**config.mk**
```make
export PLATFORM = sky130hd
export DESIGN_NAME = latency_lfsr
export DESIGN_NICKNAME = d
export VERILOG_FILES = /design/src/logic/mem_pkg.sv /design/src/logic/latency_lfsr.sv
export SDC_FILE = /design/constraint.sdc
export NUM_CORES = 1
export LEC_CHECK = 0
export BUFFER_PORTS_ARGS = -buffer_cell sky130_fd_sc_hd__clkbuf_2
export CORE_AREA = 2 2 39 41
export CTS_BUF_LIST = sky130_fd_sc_hd__clkbuf_8
export CTS_CLUSTER_DIAMETER = 100
export CTS_CLUSTER_SIZE = 28
export DETAILED_ROUTE_END_ITERATION = 10
export DIE_AREA = 0 0 41 43
export PLACE_DENSITY = 0.47
export SYNTH_ARGS = -nofsm -noshare
export SYNTH_HDL_FRONTEND = slang
export SYNTH_SLANG_ARGS = --single-unit
```
**constraint.sdc**
```tcl
create_clock -name clk -period 0.9 [get_ports clk]
set_clock_uncertainty 0.15 [all_clocks]
set_input_delay 0.09 -clock clk [delete_from_list [all_inputs] [get_ports clk]]
set_output_delay 0.09 -clock clk [all_outputs]
set_load 0.02 [all_outputs]
```
**src/logic/mem_pkg.sv**
```systemverilog
package mem_pkg;

  // **************************************************
  // Bus and memory geometry
  // **************************************************

  localparam int ADDR_W    = 32;
  localparam int DATA_W    = 32;
  localparam int STRB_W    = DATA_W / 8;
  localparam int ADDR_LSB  = $clog2(STRB_W);

  localparam int MEM_WORDS = 1024;
  localparam int MEM_BYTES = MEM_WORDS * STRB_W;
  localparam int WORD_AW   = $clog2(MEM_WORDS);

  // **************************************************
  // Latency generation
  // **************************************************

  // Low LFSR bits added on top of the minimum wait
  localparam int LAT_BITS  = 4;
  localparam int LAT_MIN   = 2;
  // Countdown must hold LAT_MIN + 2**LAT_BITS - 1
  localparam int LAT_W     = $clog2(LAT_MIN + (1 << LAT_BITS));

  localparam logic [7:0] LFSR_SEED = 8'h95;
  localparam logic [7:0] LFSR_TAPS = 8'hB8;

  localparam logic [1:0] RESP_OKAY   = 2'd0;
  localparam logic [1:0] RESP_SLVERR = 2'd2;

  // **************************************************
  // Channel payloads
  // **************************************************

  typedef struct packed {
    logic [ADDR_W-1:0] addr;
  } axi_ar_t;

  typedef struct packed {
    logic [DATA_W-1:0] data;
    logic [1:0]        resp;
  } axi_r_t;

  typedef struct packed {
    logic [ADDR_W-1:0] addr;
  } axi_aw_t;

  typedef struct packed {
    logic [DATA_W-1:0] data;
    logic [STRB_W-1:0] strb;
  } axi_w_t;

  typedef struct packed {
    logic [1:0] resp;
  } axi_b_t;

endpackage

```
**src/logic/latency_lfsr.sv**
```systemverilog
module latency_lfsr (
  input  logic       clk,
  input  logic       rstn,
  output logic [7:0] lfsr_val
);
  import mem_pkg::*;

  logic [7:0] state;
  logic [7:0] state_nxt;

  // Galois form with feedback from the bit shifted out
  always_comb begin
    if (state[0]) begin
      state_nxt = (state >> 1) ^ LFSR_TAPS;
    end else begin
      state_nxt = state >> 1;
    end
  end

  // Free-running once reset is released
  always_ff @(posedge clk) begin
    if (rstn) begin
      state <= LFSR_SEED;
    end else begin
      state <= state_nxt;
    end
  end

  assign lfsr_val = state;

endmodule

```
==> flow_metrics.py <==
metrics = {
    "outcome": {
        "outcome": "finished with violations",
        "violations": "hold timing, setup timing",
    },
    "die": {
        "dieArea_sq_um": 1760,
        "die_w_microns": 41,
        "initial_utilization": 0.194,
        "core-area_sq_um": 1380,
        "design.portCount": 10,
        "rows": 14,
        "die_h_microns": 43,
    },
    "worst_setup_path": {
        "path_max_fanout": 5,
        "worst-path-stages": 1,
        "crit_buf_inv": 1,
        "end_kind": "primary output",
        "regToRegSetupSlack_ns": -0.03,
        "cp_top_family": "flip-flops",
        "worstSetupPathType": "flop to primary output",
        "max_stage_delay_ns": 0.36,
        "path_cells": "buf_8",
        "r2r-start": "lfsr_val[0]",
        "r2r_end": "lfsr_val[4]",
        "rr_worst_depth": 3,
        "start_kind": "flop",
        "required_ns": 0.66,
        "crit_arrival_ns": 0.71,
        "cp_slowest_cell": "dfxtp_4",
    },
    "logic_synthesis": {
        "ys_top_cells_by_area": "dfxtp_1 60%, buf_4 14%, xnor2_1 9.8%",
        "synth_top_cell_by_area": "dfxtp_1",
        "synth_cell_types": 7,
        "ys_ff_latch": 8,
        "yosys_warnings": 0,
        "synth_top_cell_area_share": 0.595,
        "synth.avg_cell_area_sq_um": 11.2,
        "ys_seq_area_frac": 0.595,
        "syn_area_sq_um": 269,
        "syn_inst": 24,
        "synth_nets": 26,
    },
    "cts": {
        "clock_latency_ns": 0.23,
        "clk_pin_slew_ns": 0.04,
        "cts.sinks": 8,
        "htreeDepth": 1,
        "cts_tree": "built",
        "cts-root-buf": "clkbuf_8",
        "cts-buffers-inserted": 3,
        "clock_path_buffers": 2,
    },
    "power": {
        "power_frac_seq": 0.397,
        "sw_frac_of_total": 0.232,
        "internal-power_w": 0.000826,
        "finalPower_w": 0.00108,
        "p_comb_frac": 0.209,
        "power_leakage_nw": 0.216,
        "switchingPower_w": 0.000250,
        "pwr_density_cell_nw_per_um2": 2190,
        "irDropWorstVdd_mv": 1.20,
        "clockPowerShare": 0.394,
    },
    "layout": {
        "syn2layout_area_growth_pct": 82.3,
        "layout.nets": 41,
        "largest_reg_flops": 8,
        "drive_gt1_frac": 0.757,
        "num_antenna_cells": 0,
    },
    "sta": {
        "worstMarginPinSlew_ns": 0.126,
        "fin_crit_sh": 1.06,
        "rsz0062_at_grt": "yes",
        "min_period_ns": 0.951,
        "relSlewSlack": 0.916,
        "setup_violations": 12,
        "whs_ns": -0.0358,
        "finalMaxSlewViolations": 0,
        "fmax_ghz": 1.05,
        "hold_violations": 4,
        "setup_ws_ns": -0.0515,
    },
    "route": {
        "drc": 0,
        "routed_wl_microns": 544,
        "final_antenna_net_count": 0,
        "dr_total_vias": 202,
        "via_per_inst": 3.81,
        "first_pass_iters": 1,
        "dr.first_iter.drc_count": 0,
        "wire_per_inst_microns": 10.3,
    },
    "worst_hold_path": {
        "hold_class": "input port to flop",
        "hold_start": "rstn",
        "holdPathStages": 2,
        "min_to": "lfsr_val[3]",
    },
    "global_route": {
        "grt_remaining_overflow": 0,
        "antenna_found_initial": 0,
        "grt_pass1_vias": 223,
        "grt_max_degree": 9,
        "grt_pass1_wl_microns": 931,
        "grt_usage": 0.0909,
    },
    "run": {
        "maxCapViolCount": 0,
    },
    "placement": {
        "dp_hpwl_microns": 327,
        "place_ws_ns": -0.00881,
        "routabilityCongestion": 0.546,
        "portBuffers": 9,
    },
}
routing by layer:
layer / up-vias / track usage / routed length [microns]
li1: 96 / - / -
met1: 88 / 0.0951 / 204
met2: 13 / 0.106 / 241
met3: 5 / 0.0942 / 79
met4: 0 / 0.0600 / 19
met5: - / 0 / 0
cell families after synthesis:
group,count (synthesis),synth area share
AND/OR/NAND/NOR,8,0.167
XOR/XNOR,3,0.0977
buffers and inverters,5,0.140
flip-flops,8,0.595
power by group through the flow:
stage	Clock (W)	Sequential [W]	Combinational, W
after floorplan	0	0.000428	0.0000852
final	0.000424	0.000427	0.000225
after global routing	0.000461	0.000431	0.000241
after detailed placement	0	0.000418	0.000115
after CTS	0.000440	0.000418	0.000207
after global placement	0	0.000414	0.000113
worst reg2reg max path, cell delays in order, from the launching register on:
cell	delay, ns
dfxtp_4	0.36
buf_4	0.14
xnor2_2	0.11
nand2b_1	0.06
cell type report:
cell class	count	area [sq um]
repair buffers	15	170
fillers	142	893
well taps	16	20.0
clock buffers	3	41.3
flip-flops and latches	8	173
multi-input cells	11	86.3
timing repair:
| action | 4_1_cts | 5_1_grt |
|---|---|---|
| endpoints found under the setup margin | 10 | 11 |
| buffers inserted | 5 | 1 |
| pin swaps | 1 | 1 |
| hold endpoints to repair | 4 | 4 |
| resized for setup | 27 | 8 |
cells in the mapped netlist:
library cell,count
or2_1,3
nand2b_1,1
nor2_1,2
buf_4,5
xnor2_1,3
dfxtp_1,8
nor2b_1,2
per-stage QoR:
stage | area [sq um] | TNS [ns] | utilization | cells
CTS | 473 | -0.377 | 0.342 | 52
finish | 490 | -0.194 | 0.354 | 53
global placement | 297 | 0 | 0.214 | 44
global route | 490 | -0.558 | 0.354 | 53
detailed placement | 297 | -0.0157 | 0.214 | 44
floorplan | 269 | 0 | - | 24
how the worst max path moves through the flow:
stage / endpoint / from / slack, ns
after global placement: lfsr_val[4] / lfsr_val[0] / 0.02
final: lfsr_val[0] / lfsr_val[0] / -0.05
after detailed placement: lfsr_val[4] / lfsr_val[0] / -0.009
after CTS: lfsr_val[0] / lfsr_val[0] / -0.08
after global routing: lfsr_val[0] / lfsr_val[0] / -0.08
after floorplan: lfsr_val[4] / lfsr_val[5] / 0.005
cell usage in the layout (no fill, tap or decap):
cell,count
nand2b_1,1
dfxtp_2,7
xnor2_1,1
nor2b_1,2
buf_8,8
xnor2_2,2
clkbuf_8,3
or2_1,3
dfxtp_4,1
nor2_1,2
buf_4,6
clkbuf_2,1
(Power assumes the default switching activity.)
