`config.mk`:
```
export PLATFORM = sky130hd
export DESIGN_NAME = sram_rd_ctrl
export DESIGN_NICKNAME = d
export VERILOG_FILES = /design/src/logic/mem_pkg.sv /design/src/logic/sram_rd_ctrl.sv
export SDC_FILE = /design/constraint.sdc
export NUM_CORES = 1
export LEC_CHECK = 0
export ABC_AREA = 1
export BUFFER_PORTS_ARGS = -buffer_cell sky130_fd_sc_hd__buf_2
export CORE_UTILIZATION = 47
export CTS_CLUSTER_DIAMETER = 120
export DETAILED_ROUTE_END_ITERATION = 7
export PLACE_DENSITY = 0.87
export SLEW_MARGIN = 20
export SYNTH_ARGS = -nofsm -noshare
export SYNTH_HDL_FRONTEND = slang
export SYNTH_SLANG_ARGS = --single-unit
```
`constraint.sdc`:
```
create_clock -name clk -period 2.09 [get_ports clk]
set_input_delay 0.1045 -clock clk [delete_from_list [all_inputs] [get_ports clk]]
set_output_delay 0.1045 -clock clk [all_outputs]
set_load 0.02 [all_outputs]
```
`src/logic/mem_pkg.sv`:
```
package mem_pkg;

  // **************************************************
  // Bus and memory geometry
  // **************************************************

  localparam int ADDR_W    = 32;
  localparam int DATA_W    = 32;
  localparam int STRB_W    = DATA_W / 8;
  localparam int ADDR_LSB  = $clog2(STRB_W);

  localparam int MEM_WORDS = 1024;
  localparam int MEM_BYTES = MEM_WORDS * STRB_W;
  localparam int WORD_AW   = $clog2(MEM_WORDS);

  // **************************************************
  // Latency generation
  // **************************************************

  // Low LFSR bits added on top of the minimum wait
  localparam int LAT_BITS  = 4;
  localparam int LAT_MIN   = 2;
  // Countdown must hold LAT_MIN + 2**LAT_BITS - 1
  localparam int LAT_W     = $clog2(LAT_MIN + (1 << LAT_BITS));

  localparam logic [7:0] LFSR_SEED = 8'h95;
  localparam logic [7:0] LFSR_TAPS = 8'hB8;

  localparam logic [1:0] RESP_OKAY   = 2'd0;
  localparam logic [1:0] RESP_SLVERR = 2'd2;

  // **************************************************
  // Channel payloads
  // **************************************************

  typedef struct packed {
    logic [ADDR_W-1:0] addr;
  } axi_ar_t;

  typedef struct packed {
    logic [DATA_W-1:0] data;
    logic [1:0]        resp;
  } axi_r_t;

  typedef struct packed {
    logic [ADDR_W-1:0] addr;
  } axi_aw_t;

  typedef struct packed {
    logic [DATA_W-1:0] data;
    logic [STRB_W-1:0] strb;
  } axi_w_t;

  typedef struct packed {
    logic [1:0] resp;
  } axi_b_t;

endpackage

```
`src/logic/sram_rd_ctrl.sv`:
```
module sram_rd_ctrl (
  input  logic                        clk,
  input  logic                        rstn,
  input  logic [7:0]                  lfsr_val,
  input  mem_pkg::axi_ar_t            ar,
  input  logic                        ar_valid,
  output logic                        ar_ready,
  output mem_pkg::axi_r_t             r,
  output logic                        r_valid,
  input  logic                        r_ready,
  output logic [mem_pkg::WORD_AW-1:0] rd_addr,
  input  logic [mem_pkg::DATA_W-1:0]  rd_data
);
  import mem_pkg::*;

  axi_ar_t          ar_q;
  logic [LAT_W-1:0] cnt;
  logic             ar_hs;
  logic             fire;
  logic             in_range;

  assign ar_hs    = ar_valid && ar_ready;
  // Count parks at 1 until the previous beat has left
  assign fire     = (cnt == LAT_W'(1)) && !r_valid;
  assign in_range = ar_q.addr < ADDR_W'(MEM_BYTES);
  assign rd_addr  = ar_q.addr[ADDR_LSB +: WORD_AW];

  always_ff @(posedge clk) begin
    if (ar_hs) begin
      ar_q <= ar;
    end
  end

  // **************************************************
  // Handshake and latency countdown
  // **************************************************

  always_ff @(posedge clk) begin
    if (rstn) begin
      ar_ready <= 1'b1;
      r_valid  <= 1'b0;
      cnt      <= '0;
    end else begin
      if (r_valid && r_ready) begin
        r_valid <= 1'b0;
      end
      if (ar_hs) begin
        ar_ready <= 1'b0;
        cnt      <= LAT_W'(LAT_MIN) + LAT_W'(lfsr_val[LAT_BITS-1:0]);
      end else if (fire) begin
        ar_ready <= 1'b1;
        r_valid  <= 1'b1;
        cnt      <= '0;
      end else if (cnt > LAT_W'(1)) begin
        cnt <= cnt - LAT_W'(1);
      end
    end
  end

  // Out-of-range reads return zero with an error
  always_ff @(posedge clk) begin
    if (fire) begin
      r.data <= in_range ? rd_data : '0;
      r.resp <= in_range ? RESP_OKAY : RESP_SLVERR;
    end
  end

  // **************************************************
  // Checks
  // **************************************************

  a_r_stable: assert property (@(posedge clk) disable iff (rstn)
    r_valid && !r_ready |=> r_valid && $stable(r));

  // No count running means the engine must be able to make progress
  a_idle_live: assert property (@(posedge clk) disable iff (rstn)
    cnt == '0 |-> ar_ready || r_valid);

endmodule

```
==> metrics.txt <==
Die W=approximately 80 µm; arrival time at the worst endpoint=1.80 ns; worst slew pin tran=0.640 ns; most common cell after layout, fill and taps aside=buf_2; Syn Nets=309; post-route cell area=3910 µm²; RSZ-0062 raised after global routing=false; Post-Syn Area=approximately 2800 µm²; CTS Sinks=70; GRT Util Overall=around a fifth; input/output buffers=~110; critical path class=reg2reg; Yosys Warn Count=0; post-cts resize count=0; clk buf depth=2; syn_area_per_cell=12.3 µm²; Fin Setup TNS=0 ns; Ports=122; final hold violation count=0; dpl cell area=3390 µm²; Inserted Clock Buffers=9; Reg clk slew, reported paths=0.08 ns; CTS tree=done; H-tree Lvls=3; via count=2024; insertion delay to the later sink of the worst-skew pair=0.34 ns; site row count=27; die area=between 6000 and 7000 µm²; VDD IR-drop max=0.000616 V; highest-count cells in the layout ignoring fill and taps=buf_2, edfxtp_1, nor2_1; max_cap viols=0; PD cells=1090 nW/µm²; largest net degree at the start of global routing=35; final number of max-transition violations=0; vias per std cell=~4.5; min Tclk post-route=about 1.6 ns; routability cong.=0.724; via count of the first global-routing pass=2008; Core ar.=5640 µm²; worst-path fanout max=33; post-CTS setup buffer count=0; synth unique cells=23; WL final=5830 µm; Pre-antenna DRT Iters=7; Starting Density=around 50%; Die H=roughly 80 µm; Seq cells post-synth=70; nets=453; hold buffers post-CTS=31; layout cells sized above 1=38.3%; status=finished, final reports clean; Slew HR=57.2%; Root Buffer=clkbuf_8; Initial DRC Count=99; Critical Path Source Type=flip-flop; dpl hpwl=3760 µm; final setup fails=0; Tcrit/Tclk final=between 70% and 80%; Avg WL per Cell=12.9 µm; sequential share of the synthesized area=between 70% and 80%; Max Fclk=0.611 GHz; antenna cells=0; Hold Slack=0.0330 ns; leakage power=approximately 1.8 nW; Clock Skews=0.0161 ns; Gate Count Post-Synth=230; first-pass GRT wire length=between 9000 and 10000 µm; total power=4.28 mW; DRC viols=0; worst hold-check path type=in2reg; initial antenna violation count=1; Crit path required time=2.25 ns; area grow syn2layout=38.8%; GRT overflow=0; ANT nets after route=0; Setup crit end kind=flip-flop
[metrics by stage]
stage | utilization (%) | cells | worst slack, ns
4_1_cts | 69.4 | 451 | 0.471
5_1_grt | 69.4 | 451 | 0.269
6_report | 69.4 | 451 | 0.453
3_5_place_dp | 60.1 | 404 | 0.492
2_1_floorplan | - | 230 | 0.238
3_3_place_gp | 60.1 | 404 | 0.553
[cell type report]
type	count	area (µm²)
Fill cell	421	1730
Clock inverter	3	42.5
Inverter	43	161
Tap cell	72	90.1
Multi-Input combinational cell	103	510
Sequential cell	70	2030
Clock buffer	13	169
Timing Repair Buffer	147	908
[cell families (layout without fill, tap and decap cells)]
kind of cell | count (synthesis) | count (layout) | share of synthesized area (%)
AOI/OAI and AO/OA | 4 | 4 | 0.710
DFF | 70 | 70 | 72.0
other | 1 | 1 | 0.133
and+or+nand+nor | 93 | 93 | 15.3
xor gates and xnor gates | 2 | 2 | 0.621
adders and majority gates | 3 | 3 | 1.33
buffers and inverters | 57 | 206 | 9.85
[worst paths after layout]
check                start  endpoint  slack [ns]  cells past startpoint
setup / recovery  ar_q[16]     r[13]        0.45                      5
hold / removal     r_ready   r_valid        0.03                      3
setup reg to reg  ar_q[16]     r[13]        0.45                      5
hold reg to reg   ar_ready  ar_ready        0.52                      2
[worst max-delay path, cell delays in order, from the launching register on]
cell and delay [ns]:
edfxtp_1 0.40, nor2_1 0.15, nand2_1 0.09, nor3_2 0.18, nand2_2 0.38, nor2_1 0.26
[per-layer routing]
metal  vias to the layer above  routed length, µm  part of all wire [%]  global-route usage (%)
met5                         -                 10                  0.17                       0
met4                         2                131                   2.2                    10.2
met3                        12                374                   6.4                    5.26
met2                        88               3210                    55                    36.8
met1                       911               2100                    36                    21.6
li1                       1011                  -                     -                       -
[synthesized netlist by cell type]
| library cell | instances | area, µm² |
|---|---|---|
| edfxtp_1 | 63 | 1890 |
| nor2_1 | 46 | 173 |
| inv_1 | 42 | 158 |
| nand2_1 | 23 | 86.3 |
| buf_4 | 11 | 82.6 |
| dfxtp_1 | 7 | 140 |
| nand3_1 | 7 | 35.0 |
| nor2_2 | 4 | 25.0 |
| buf_6 | 3 | 33.8 |
| ha_1 | 3 | 37.5 |
| nand2_2 | 3 | 18.8 |
| nand4_1 | 3 | 18.8 |
| a21oi_1 | 2 | 10.0 |
| nor2_4 | 2 | 22.5 |
| o21ai_0 | 2 | 10.0 |
| or2_2 | 2 | 12.5 |
| conb_1 | 1 | 3.75 |
| inv_2 | 1 | 3.75 |
| nand3_4 | 1 | 17.5 |
| nor3_2 | 1 | 10.0 |
| nor4_2 | 1 | 12.5 |
| xnor2_1 | 1 | 8.76 |
| xor2_1 | 1 | 8.76 |
[power breakdown]
part	internal [mW]	total (mW)	switching (mW)
Sequential	1.86	1.97	0.104
Combinational	0.425	1.20	0.773
Clock	0.648	1.12	0.469
[state kept, by name (all words and copies together) (netlist names)]
signal and count:
ar_ready 1, cnt 5, r_valid 1, r 33, ar_q 30
(Power assumes the default switching activity.)
