===== src/logic/mem_pkg.sv =====
package mem_pkg;

  // **************************************************
  // Bus and memory geometry
  // **************************************************

  localparam int ADDR_W    = 32;
  localparam int DATA_W    = 32;
  localparam int STRB_W    = DATA_W / 8;
  localparam int ADDR_LSB  = $clog2(STRB_W);

  localparam int MEM_WORDS = 1024;
  localparam int MEM_BYTES = MEM_WORDS * STRB_W;
  localparam int WORD_AW   = $clog2(MEM_WORDS);

  // **************************************************
  // Latency generation
  // **************************************************

  // Low LFSR bits added on top of the minimum wait
  localparam int LAT_BITS  = 4;
  localparam int LAT_MIN   = 2;
  // Countdown must hold LAT_MIN + 2**LAT_BITS - 1
  localparam int LAT_W     = $clog2(LAT_MIN + (1 << LAT_BITS));

  localparam logic [7:0] LFSR_SEED = 8'h95;
  localparam logic [7:0] LFSR_TAPS = 8'hB8;

  localparam logic [1:0] RESP_OKAY   = 2'd0;
  localparam logic [1:0] RESP_SLVERR = 2'd2;

  // **************************************************
  // Channel payloads
  // **************************************************

  typedef struct packed {
    logic [ADDR_W-1:0] addr;
  } axi_ar_t;

  typedef struct packed {
    logic [DATA_W-1:0] data;
    logic [1:0]        resp;
  } axi_r_t;

  typedef struct packed {
    logic [ADDR_W-1:0] addr;
  } axi_aw_t;

  typedef struct packed {
    logic [DATA_W-1:0] data;
    logic [STRB_W-1:0] strb;
  } axi_w_t;

  typedef struct packed {
    logic [1:0] resp;
  } axi_b_t;

endpackage


===== src/logic/sram_wr_ctrl.sv =====
module sram_wr_ctrl (
  input  logic                        clk,
  input  logic                        rstn,
  input  logic [7:0]                  lfsr_val,
  input  mem_pkg::axi_aw_t            aw,
  input  logic                        aw_valid,
  output logic                        aw_ready,
  input  mem_pkg::axi_w_t             w,
  input  logic                        w_valid,
  output logic                        w_ready,
  output mem_pkg::axi_b_t             b,
  output logic                        b_valid,
  input  logic                        b_ready,
  output logic                        we,
  output logic [mem_pkg::WORD_AW-1:0] wr_addr,
  output logic [mem_pkg::DATA_W-1:0]  wr_data,
  output logic [mem_pkg::STRB_W-1:0]  wr_strb
);
  import mem_pkg::*;

  axi_aw_t          aw_q;
  axi_w_t           w_q;
  logic [LAT_W-1:0] cnt;
  logic             aw_hs;
  logic             w_hs;
  logic             start;
  logic             fire;
  logic             in_range;

  assign aw_hs = aw_valid && aw_ready;
  assign w_hs  = w_valid && w_ready;

  // Second half arrives, or both land together
  assign start = (aw_hs && (w_hs || !w_ready)) || (w_hs && !aw_ready);

  // Commit waits for the previous response to be taken
  assign fire     = (cnt == LAT_W'(1)) && !b_valid;
  assign in_range = aw_q.addr < ADDR_W'(MEM_BYTES);

  // **************************************************
  // Request holding registers
  // **************************************************

  always_ff @(posedge clk) begin
    if (aw_hs) begin
      aw_q <= aw;
    end
  end

  always_ff @(posedge clk) begin
    if (w_hs) begin
      w_q <= w;
    end
  end

  // **************************************************
  // Handshake and latency countdown
  // **************************************************

  always_ff @(posedge clk) begin
    if (rstn) begin
      aw_ready <= 1'b1;
      w_ready  <= 1'b1;
      b_valid  <= 1'b0;
      cnt      <= '0;
    end else begin
      if (b_valid && b_ready) begin
        b_valid <= 1'b0;
      end
      if (aw_hs) begin
        aw_ready <= 1'b0;
      end
      if (w_hs) begin
        w_ready <= 1'b0;
      end
      if (start) begin
        cnt <= LAT_W'(LAT_MIN) + LAT_W'(lfsr_val[LAT_BITS-1:0]);
      end else if (fire) begin
        aw_ready <= 1'b1;
        w_ready  <= 1'b1;
        b_valid  <= 1'b1;
        cnt      <= '0;
      end else if (cnt > LAT_W'(1)) begin
        cnt <= cnt - LAT_W'(1);
      end
    end
  end

  always_ff @(posedge clk) begin
    if (fire) begin
      b.resp <= in_range ? RESP_OKAY : RESP_SLVERR;
    end
  end

  // **************************************************
  // Array write port
  // **************************************************

  // Out-of-range writes still answer but never touch the array
  assign we      = fire && in_range;
  assign wr_addr = aw_q.addr[ADDR_LSB +: WORD_AW];
  assign wr_data = w_q.data;
  assign wr_strb = w_q.strb;

  a_b_stable: assert property (@(posedge clk) disable iff (rstn)
    b_valid && !b_ready |=> b_valid && $stable(b));

  a_we_with_b: assert property (@(posedge clk) disable iff (rstn)
    we |=> $rose(b_valid));

endmodule


===== config.mk =====
export PLATFORM = sky130hd
export DESIGN_NAME = sram_wr_ctrl
export DESIGN_NICKNAME = d
export VERILOG_FILES = /design/src/logic/mem_pkg.sv /design/src/logic/sram_wr_ctrl.sv
export SDC_FILE = /design/constraint.sdc
export NUM_CORES = 1
export LEC_CHECK = 0
export BUFFER_PORTS_ARGS = -buffer_cell sky130_fd_sc_hd__buf_2
export CORE_ASPECT_RATIO = 0.7
export CORE_MARGIN = 8
export CORE_UTILIZATION = 35
export CTS_CLUSTER_DIAMETER = 50
export DETAILED_ROUTE_END_ITERATION = 10
export REMOVE_ABC_BUFFERS = 1
export SLEW_MARGIN = 5
export SYNTH_ARGS = -nofsm -noshare
export SYNTH_HDL_FRONTEND = slang
export SYNTH_SLANG_ARGS = --single-unit

===== constraint.sdc =====
create_clock -name clk -period 2.3 [get_ports clk]
set_input_delay 0.46 -clock clk [delete_from_list [all_inputs] [get_ports clk]]
set_output_delay 0.46 -clock clk [all_outputs]
set_load 0.01 [all_outputs]

==> flow_summary.toml, run 1 <==
[synth]
ys_seq_elements = 75
synth_top_family_by_area = "simple AND/OR/NAND/NOR gates"
syn_area_mm2 = 0.00263
synth_top_cell_area_share_pct = 76.5
netlist.top_cell.by_area = "edfxtp_1"
muxShareOfSynthArea_pct = 0.809
synth_cells = 140
synth_most_common_cell = "edfxtp_1"
synth-adder-area-share_pct = 1.43
synth_edf_count = 67
ys.flop_type = "edfxtp_1"
syn_area_per_cell_um2 = 18.8
synth_area_leaders = "edfxtp_1, dfxtp_1, buf_4"
yosys_warnings = 0
synth_common_cells = "edfxtp_1, buf_4, dfxtp_1"
synthXorXnorAreaFrac_pct = 1.00
seq_area_frac_synth_pct = 82.6
async_flop_share_pct = 0
synth-compound-area-share_pct = 3.57
ys_types = 31
yosys.area_share.simple_pct = 6.57

[floorplan]
ios = 133
fp.dieW_um = 120
row_count = 26
die-area_mm2 = 0.0106
start_util_pct = 36.1
die_y_um = 88.5
core_mm2 = 0.00729

[placement]
dp.final_hpwl_um = 4580
place_congestion = 0.690
io_buffers = 125
placed_area_mm2 = 0.00330
placed_cells = 353

[grt]
groute.usage.overall_pct = 11.2
grt_overflow = 0
grt_max_degree = 37
grt_antenna_before_repair = 0
first_global_vias = 1677
grt_pass1_wl_um = 9000

[timing]
max_freq_mhz = 491
skew_ps = 5.11
maxSlewViolCount = 0
final-setup-viol-count = 0
period_minus_slack_ps = 2040
tns_ps = 0
period_share_pct = 88.6
hold_viol = 0
rsz0062_at_grt = "no"

[route]
vias_per_cell = 4.31
num_vias = 1589
drcViolationCount = 0
first_pass_iters = 4
first_iter_violations = 91
drt_wl_total_um = 5780
drtAntennaViolNets = 0
wl_per_cell_um = 15.7

[power_and_ir_drop]
p_per_area_mw_per_mm2 = 927
clock_power_share_pct = 33.6
p_leak_uw = 0.00145
internal_power_uw = 2460
share_seq_of_total_power_pct = 52.0
swShare_pct = 24.5
p_sw_uw = 799
vdd.ir_drop.worst_v = 0.000434
finalPower_uw = 3260
p_comb_share_pct = 14.5

[clock_tree]
path_clk_slew_ps = 80
cts_setup_buffers = 0
cts-root-buf = "clkbuf_8"
post_cts_resized = 0
clk_latency_ps = 330
cts_tree = "built"
numCtsBuffers = 9
clockBufferDepth = 2
clock_sinks = 75
htree_levels = 3
cts_hold_buf = 0

[worst_hold_path]
hold_class = "in2reg"

[layout]
num-nets-final = 350
n_antenna_cell = 0
stdcell_count = 369
syn_to_final_growth_pct = 33.9
drive_gt1_share_pct = 53.9
final_cell_area_mm2 = 0.00352

[setup_path]
path_class = "reg2out"
startpoint_type = "register"
cp-end-kind = "output pin"
path_cells = "nor4_1 > and3_1 > nand3_1 > nor2b_1 > buf_2"
crit_arrival_ps = 1580
cp_slowest_cell = "edfxtp_1"
crit_fanout = 2
max_stage_delay_ps = 370
required_ps = 1840

[outcome]
status = "completed"

[flow_run]
drv_cap = 0
## cell usage in the layout, fill, tap and decap left out, types with 2 or more instances in the layout
| cell type | Yosys | final |
|---|---|---|
| clkinvlp_4 | 0 | 2 |
| a211oi_1 | 2 | 2 |
| buf_2 | 0 | 125 |
| inv_1 | 2 | 2 |
| xor2_1 | 3 | 3 |
| nand2b_1 | 2 | 2 |
| edfxtp_1 | 67 | 67 |
| buf_4 | 11 | 2 |
| a21oi_1 | 4 | 4 |
| nor2b_1 | 3 | 3 |
| ha_1 | 3 | 3 |
| and3_1 | 2 | 2 |
| nand2_1 | 3 | 3 |
| bufinv_16 | 0 | 2 |
| dfxtp_1 | 8 | 8 |
| nand3_1 | 3 | 3 |
| and2_1 | 2 | 2 |
| nor4_1 | 5 | 5 |
| clkbuf_8 | 0 | 9 |
| nor2_1 | 4 | 4 |
| o21ai_0 | 2 | 2 |
## critical path: cells and delay by family (launching register included)
| kind | cells | cell delay (ps) |
|---|---|---|
| simple gates | 4 | 740 |
| flops | 1 | 370 |
| buf+inv | 1 | 140 |
## registers in the layout, indices dropped and copies added, names as in the netlist
signal	count
aw_q	30
aw_ready	1
b	1
b_valid	1
cnt	5
w_ready	1
wr_data	32
wr_strb	4
## per-layer routing
metal | wire (µm) | up-vias | global-route usage (%)
met5 | 0 | - | 0
met4 | 119 | 0 | 5.53
met3 | 419 | 10 | 4.78
met2 | 2860 | 61 | 18.7
met1 | 2390 | 739 | 12.3
li1 | - | 779 | -
## per-stage QoR
stage                     util [%]  hold slack (ps)  setup slack, ps
after detailed placement      45.3              572              593
after global routing          48.3              261             69.4
after floorplan                  -              527              555
final                         48.3              298              262
after CTS                     48.3              271              182
after global placement        45.3              567              576
## area by class of cell
type,instances,area [µm²]
timing repair buffer,127,641
clock inverter,7,98.8
clock buffer,9,124
multi-input combinational,51,355
sequential,75,2170
tap,98,123
fill,692,3770
inverter,2,7.51
## final timing paths
| path | cells past startpoint | endpoint | slack, ps | startpoint |
|---|---|---|---|---|
| min | 1 | wr_data[25] | 300 | w[29] |
| max reg2reg | 5 | cnt[1] | 640 | cnt[1] |
| min reg2reg | 2 | b[1] | 580 | aw_q[27] |
| max | 5 | we | 260 | aw_q[30] |
## power groups by stage
stage          Combinational [µW]  Sequential, µW  Clock [µW]
4_1_cts                       479            1700        1140
3_5_place_dp                  478            1730           0
3_3_place_gp                  472            1720           0
6_report                      472            1700        1100
2_1_floorplan                 238            1760           0
5_1_grt                       527            1710        1190
## kinds of logic after synthesis
family / after synthesis
adder cells (fa/ha/maj): 3
flip-flops: 75
XOR/XNOR: 3
multiplexers: 2
buffers and inverters: 14
AO/OA/AOI/OAI: 12
AND/OR/NAND/NOR: 30
other: 1
No activity file was read; power rests on OpenSTA's default activity.
==> inputs of run 2 (changes only) <==
==> constraint.sdc (replaced) <==
create_clock -name clk -period 2.4 [get_ports clk]
set_input_delay 0.48 -clock clk [delete_from_list [all_inputs] [get_ports clk]]
set_output_delay 0.48 -clock clk [all_outputs]
set_load 0.01 [all_outputs]
==> run 2 against run 1 <==
Setup slack improved by 84 ps; sequential power decreased by 5%; wire length increased by 0.55%; count of clock-buffer cells in the layout increased by 1; flip-flop and latch count unchanged; first-iteration DRC count increased by 1.1%; die area unchanged; via count increased by 1.0%; final cell count unchanged; clock power decreased by 13%; non-clock buffer count unchanged.
==> flow_summary.toml, run 2 (synthesis gave the netlist of run 1 again) <==
[setup_path]
path_class = "reg2out"
rr_worst_depth = 5
required_ps = 1920
ff2ff_setup_slack_ps = 800
r2r-start = "cnt[1]"
startpoint_type = "register"
crit_arrival_ps = 1570
rr_endpoint = "cnt[1]"
cp-end-kind = "output pin"
crit_fanout = 6

[route]
num_vias = 1605
drcViolationCount = 0
wl_per_cell_um = 15.8
drtAntennaViolNets = 0
first_iter_violations = 92
first_pass_iters = 4
drt_wl_total_um = 5810
vias_per_cell = 4.35

[floorplan]
core_mm2 = 0.00729
fp.dieW_um = 120
row_count = 26
start_util_pct = 36.1
ios = 133
die_y_um = 88.5
die-area_mm2 = 0.0106

[layout]
final_cell_area_mm2 = 0.00350
drive_gt1_share_pct = 53.9
fill_cells = 656
n_antenna_cell = 0
final_common_cell = "buf_2"
num-nets-final = 350
syn_to_final_growth_pct = 33.0
largest_register_ffs = 32
most-common-layout-cells = "buf_2, edfxtp_1, clkbuf_8"

[grt]
grt_antenna_before_repair = 0
first_global_vias = 1653
groute.usage.overall_pct = 11.1
gr-max-usage-layer = "met2"
grt_max_degree = 37
grt_pass1_wl_um = 8820
grt_use_met2_pct = 18.5
grt_overflow = 0
met1_usage_pct = 12.4
grt_use_met3_pct = 4.97

[timing]
hold_viol = 0
max_freq_mhz = 487
tns_ps = 0
rsz0062_at_grt = "no"
maxSlewViolCount = 0
skew_ps = 6.29
period_share_pct = 85.6
whs_ps = 316
period_minus_slack_ps = 2050
final-setup-viol-count = 0
worst_slack_ps = 345

[placement]
dp.final_hpwl_um = 4540
dpl_worst_slack_ps = 686
io_buffers = 125
place_congestion = 0.704
placed_area_mm2 = 0.00330

[power_and_ir_drop]
p_per_area_mw_per_mm2 = 866
internal_power_uw = 2260
swShare_pct = 25.4
share_seq_of_total_power_pct = 53.6
finalPower_uw = 3030
p_comb_share_pct = 14.9
clock_power_share_pct = 31.5
p_sw_uw = 768
vdd.ir_drop.worst_v = 0.000330
p_leak_uw = 0.00144

[clock_tree]
numCtsBuffers = 9
cts_hold_buf = 0
clockBufferDepth = 2
clk_latency_ps = 330
path_clk_slew_ps = 80
cts_setup_buffers = 0
cts_tree = "built"
post_cts_resized = 0
cts-root-buf = "clkbuf_8"
clock_sinks = 75
htree_levels = 3

[worst_hold_path]
whs_path_depth = 1
holdPathEnd = "wr_data[16]"
hold_class = "in2reg"
hp-start = "w[20]"

[outcome]
status = "completed"

[flow_run]
drv_cap = 0
[run 2: cell count changes in the layout (fill, tap and decap cells not counted), sizes merged]
cell,delta
bufinv,-1
clkbuf,+1
[run 2: worst max-delay path, stage by stage, from the launching register on]
cell,delay (ps)
dfxtp_1,360
nor3_2,280
and3b_1,320
nor2b_1,150
buf_2,140
[run 2: worst max-delay path by stage]
| stage | startpoint | to | slack (ps) | cells past startpoint |
|---|---|---|---|---|
| after floorplan | w_valid | wr_data[0] | 640 | 1 |
| after global placement | aw_q[30] | we | 660 | 5 |
| after detailed placement | aw_q[30] | we | 690 | 5 |
| after CTS | aw_q[30] | we | 290 | 5 |
| after global routing | aw_q[22] | we | 160 | 5 |
| final | cnt[2] | we | 350 | 4 |
[run 2: final cells by class]
cell class / count / area (µm²) / share of cell area [%]
Timing Repair Buffer: 127 / 641 / 18.3
Sequential cell: 75 / 2170 / 62.1
Clock inverter: 6 / 71.3 / 2.04
Tap cell: 98 / 123 / 3.51
Multi-Input combinational cell: 51 / 355 / 10.2
Clock buffer: 10 / 128 / 3.65
Inverter: 2 / 7.51 / 0.215
[run 2: through the flow]
step / instances / utilization [%]
after floorplan: 128 / -
after CTS: 369 / 48.0
after global placement: 353 / 45.3
after detailed placement: 353 / 45.3
final: 369 / 48.0
after global routing: 369 / 48.0
[run 2: power by group through the flow]
| stage | registers (µW) | logic (µW) | clock network (µW) |
|---|---|---|---|
| after detailed placement | 1650 | 454 | 0 |
| after floorplan | 1690 | 228 | 0 |
| after global routing | 1640 | 503 | 1040 |
| after CTS | 1620 | 457 | 993 |
| after global placement | 1650 | 452 | 0 |
| final | 1620 | 450 | 954 |
[run 2: routing by layer]
layer / vias to the layer above / wire length [µm]
li1: 778 / -
met1: 758 / 2460
met2: 64 / 2850
met3: 5 / 440
met4: 0 / 62
met5: - / 0
==> inputs of run 3 (changes only) <==
==> constraint.sdc (replaced) <==
create_clock -name clk -period 2.4 [get_ports clk]
set_input_delay 0.36 -clock clk [delete_from_list [all_inputs] [get_ports clk]]
set_output_delay 0.36 -clock clk [all_outputs]
set_load 0.01 [all_outputs]
==> run 3 against run 2 <==
Utilization grew 0.22 points; hold slack got worse by 120 ps; combinational power increased by 1%; critical path type unchanged; first-iteration DRC count did not move; via count is 0.31% lower; clock power rose by 9%; maximum frequency rose by 3.6%; highest routed layer unchanged; sequential share of layout area decreased by 0.29 points; non-clock buffer count unchanged; largest cell class unchanged; clock skew decreased by 1.3 ps; sequential power about the same; critical endpoint unchanged.
==> flow_summary.toml, run 3 (synthesis gave the netlist of run 1 again) <==
[worst_hold_path]
hold_class = "in2reg"
whs_path_depth = 1

[clock_tree]
path_clk_slew_ps = 70
clock_sinks = 75
cts_hold_buf = 0
cts-root-buf = "clkbuf_8"
htree_levels = 3
cts_tree = "built"
cts_setup_buffers = 0
numCtsBuffers = 9
clockBufferDepth = 2
clk_latency_ps = 340
post_cts_resized = 0

[grt]
grt_pass1_wl_um = 9030
grt_overflow = 0
groute.usage.overall_pct = 11.4
grt_use_met2_pct = 18.6
grt_max_degree = 37
gr-max-usage-layer = "met2"
first_global_vias = 1711
met1_usage_pct = 12.5
grt_antenna_before_repair = 0
grt_use_met3_pct = 5.23

[route]
first_pass_iters = 5
num_vias = 1600
drt_wl_total_um = 6020
drtAntennaViolNets = 0
drcViolationCount = 0
wl_per_cell_um = 16.3
first_iter_violations = 92
vias_per_cell = 4.34

[layout]
final_common_cell = "buf_2"
most-common-layout-cells = "buf_2, edfxtp_1, clkbuf_8"
stdcell_count = 369
largest_register_ffs = 32
n_antenna_cell = 0
final_cell_area_mm2 = 0.00351
drive_gt1_share_pct = 53.5
num-nets-final = 350
syn_to_final_growth_pct = 33.7

[timing]
maxSlewViolCount = 0
skew_ps = 4.96
final-setup-viol-count = 0
period_share_pct = 82.7
hold_viol = 0
rsz0062_at_grt = "no"
max_freq_mhz = 504
period_minus_slack_ps = 1980
tns_ps = 0

[setup_path]
rr_worst_depth = 5
crit_fanout = 6
required_ps = 2040
rr_endpoint = "cnt[1]"
crit_arrival_ps = 1620
cp-end-kind = "output pin"
startpoint_type = "register"
endpoint = "we"
r2r-start = "cnt[1]"
path_class = "reg2out"
crit_path_start = "cnt[2]"
ff2ff_setup_slack_ps = 760

[power_and_ir_drop]
vdd.ir_drop.worst_v = 0.000342
p_leak_uw = 0.00145
p_per_area_mw_per_mm2 = 887

[placement]
dp.final_hpwl_um = 4690
io_buffers = 125
placed_cells = 353
place_congestion = 0.699
placed_area_mm2 = 0.00330

[outcome]
status = "completed"

[floorplan]
die-area_mm2 = 0.0106
ios = 133
row_count = 26
fp.dieW_um = 120
core_mm2 = 0.00729
die_y_um = 88.5
start_util_pct = 36.1

[flow_run]
drv_cap = 0
run 3: per-layer routing:
metal | up-vias | routed length, µm
li1 | 775 | -
met1 | 761 | 2500
met2 | 58 | 3020
met3 | 6 | 424
met4 | 0 | 80
met5 | - | 0
run 3: cell type report:
| type | instances | area (µm²) |
|---|---|---|
| clock buffer | 10 | 128 |
| timing repair buffer | 127 | 641 |
| inverter | 2 | 7.51 |
| clock inverter | 6 | 87.6 |
| fill | 671 | 3770 |
| multi-input combinational | 51 | 355 |
| sequential | 75 | 2170 |
| tap | 98 | 123 |
run 3: worst min path at each step:
stage          startpoint          to  slack [ps]
2_1_floorplan        rstn      cnt[2]         430
5_1_grt            aw[21]    aw_q[21]         160
6_report            aw[7]     aw_q[7]         190
3_3_place_gp       aw[11]    aw_q[11]         540
4_1_cts              w[0]  wr_strb[0]         170
3_5_place_dp        aw[7]     aw_q[7]         540
run 3: critical path, stage by stage (launching register included):
cell and delay (ps):
dfxtp_1 360, nor3_2 300, and3b_1 340, nor2b_1 160, buf_2 140
run 3: power breakdown:
part,switching (µW),total (µW),internal (µW)
registers,56.3,1620,1570
clock network,453,1040,586
logic,253,455,201
total,763,3120,2360
run 3: per-stage QoR:
stage               utilization [%]  power, µW  worst slack [ps]  hold WS, ps
detailed placement             45.3       2120               805          538
finish                         48.2       3120               416          192
global route                   48.2       3270               271          157
CTS                            48.2       3170               399          169
global placement               45.3       2100               777          536
floorplan                         -       1910               655          429
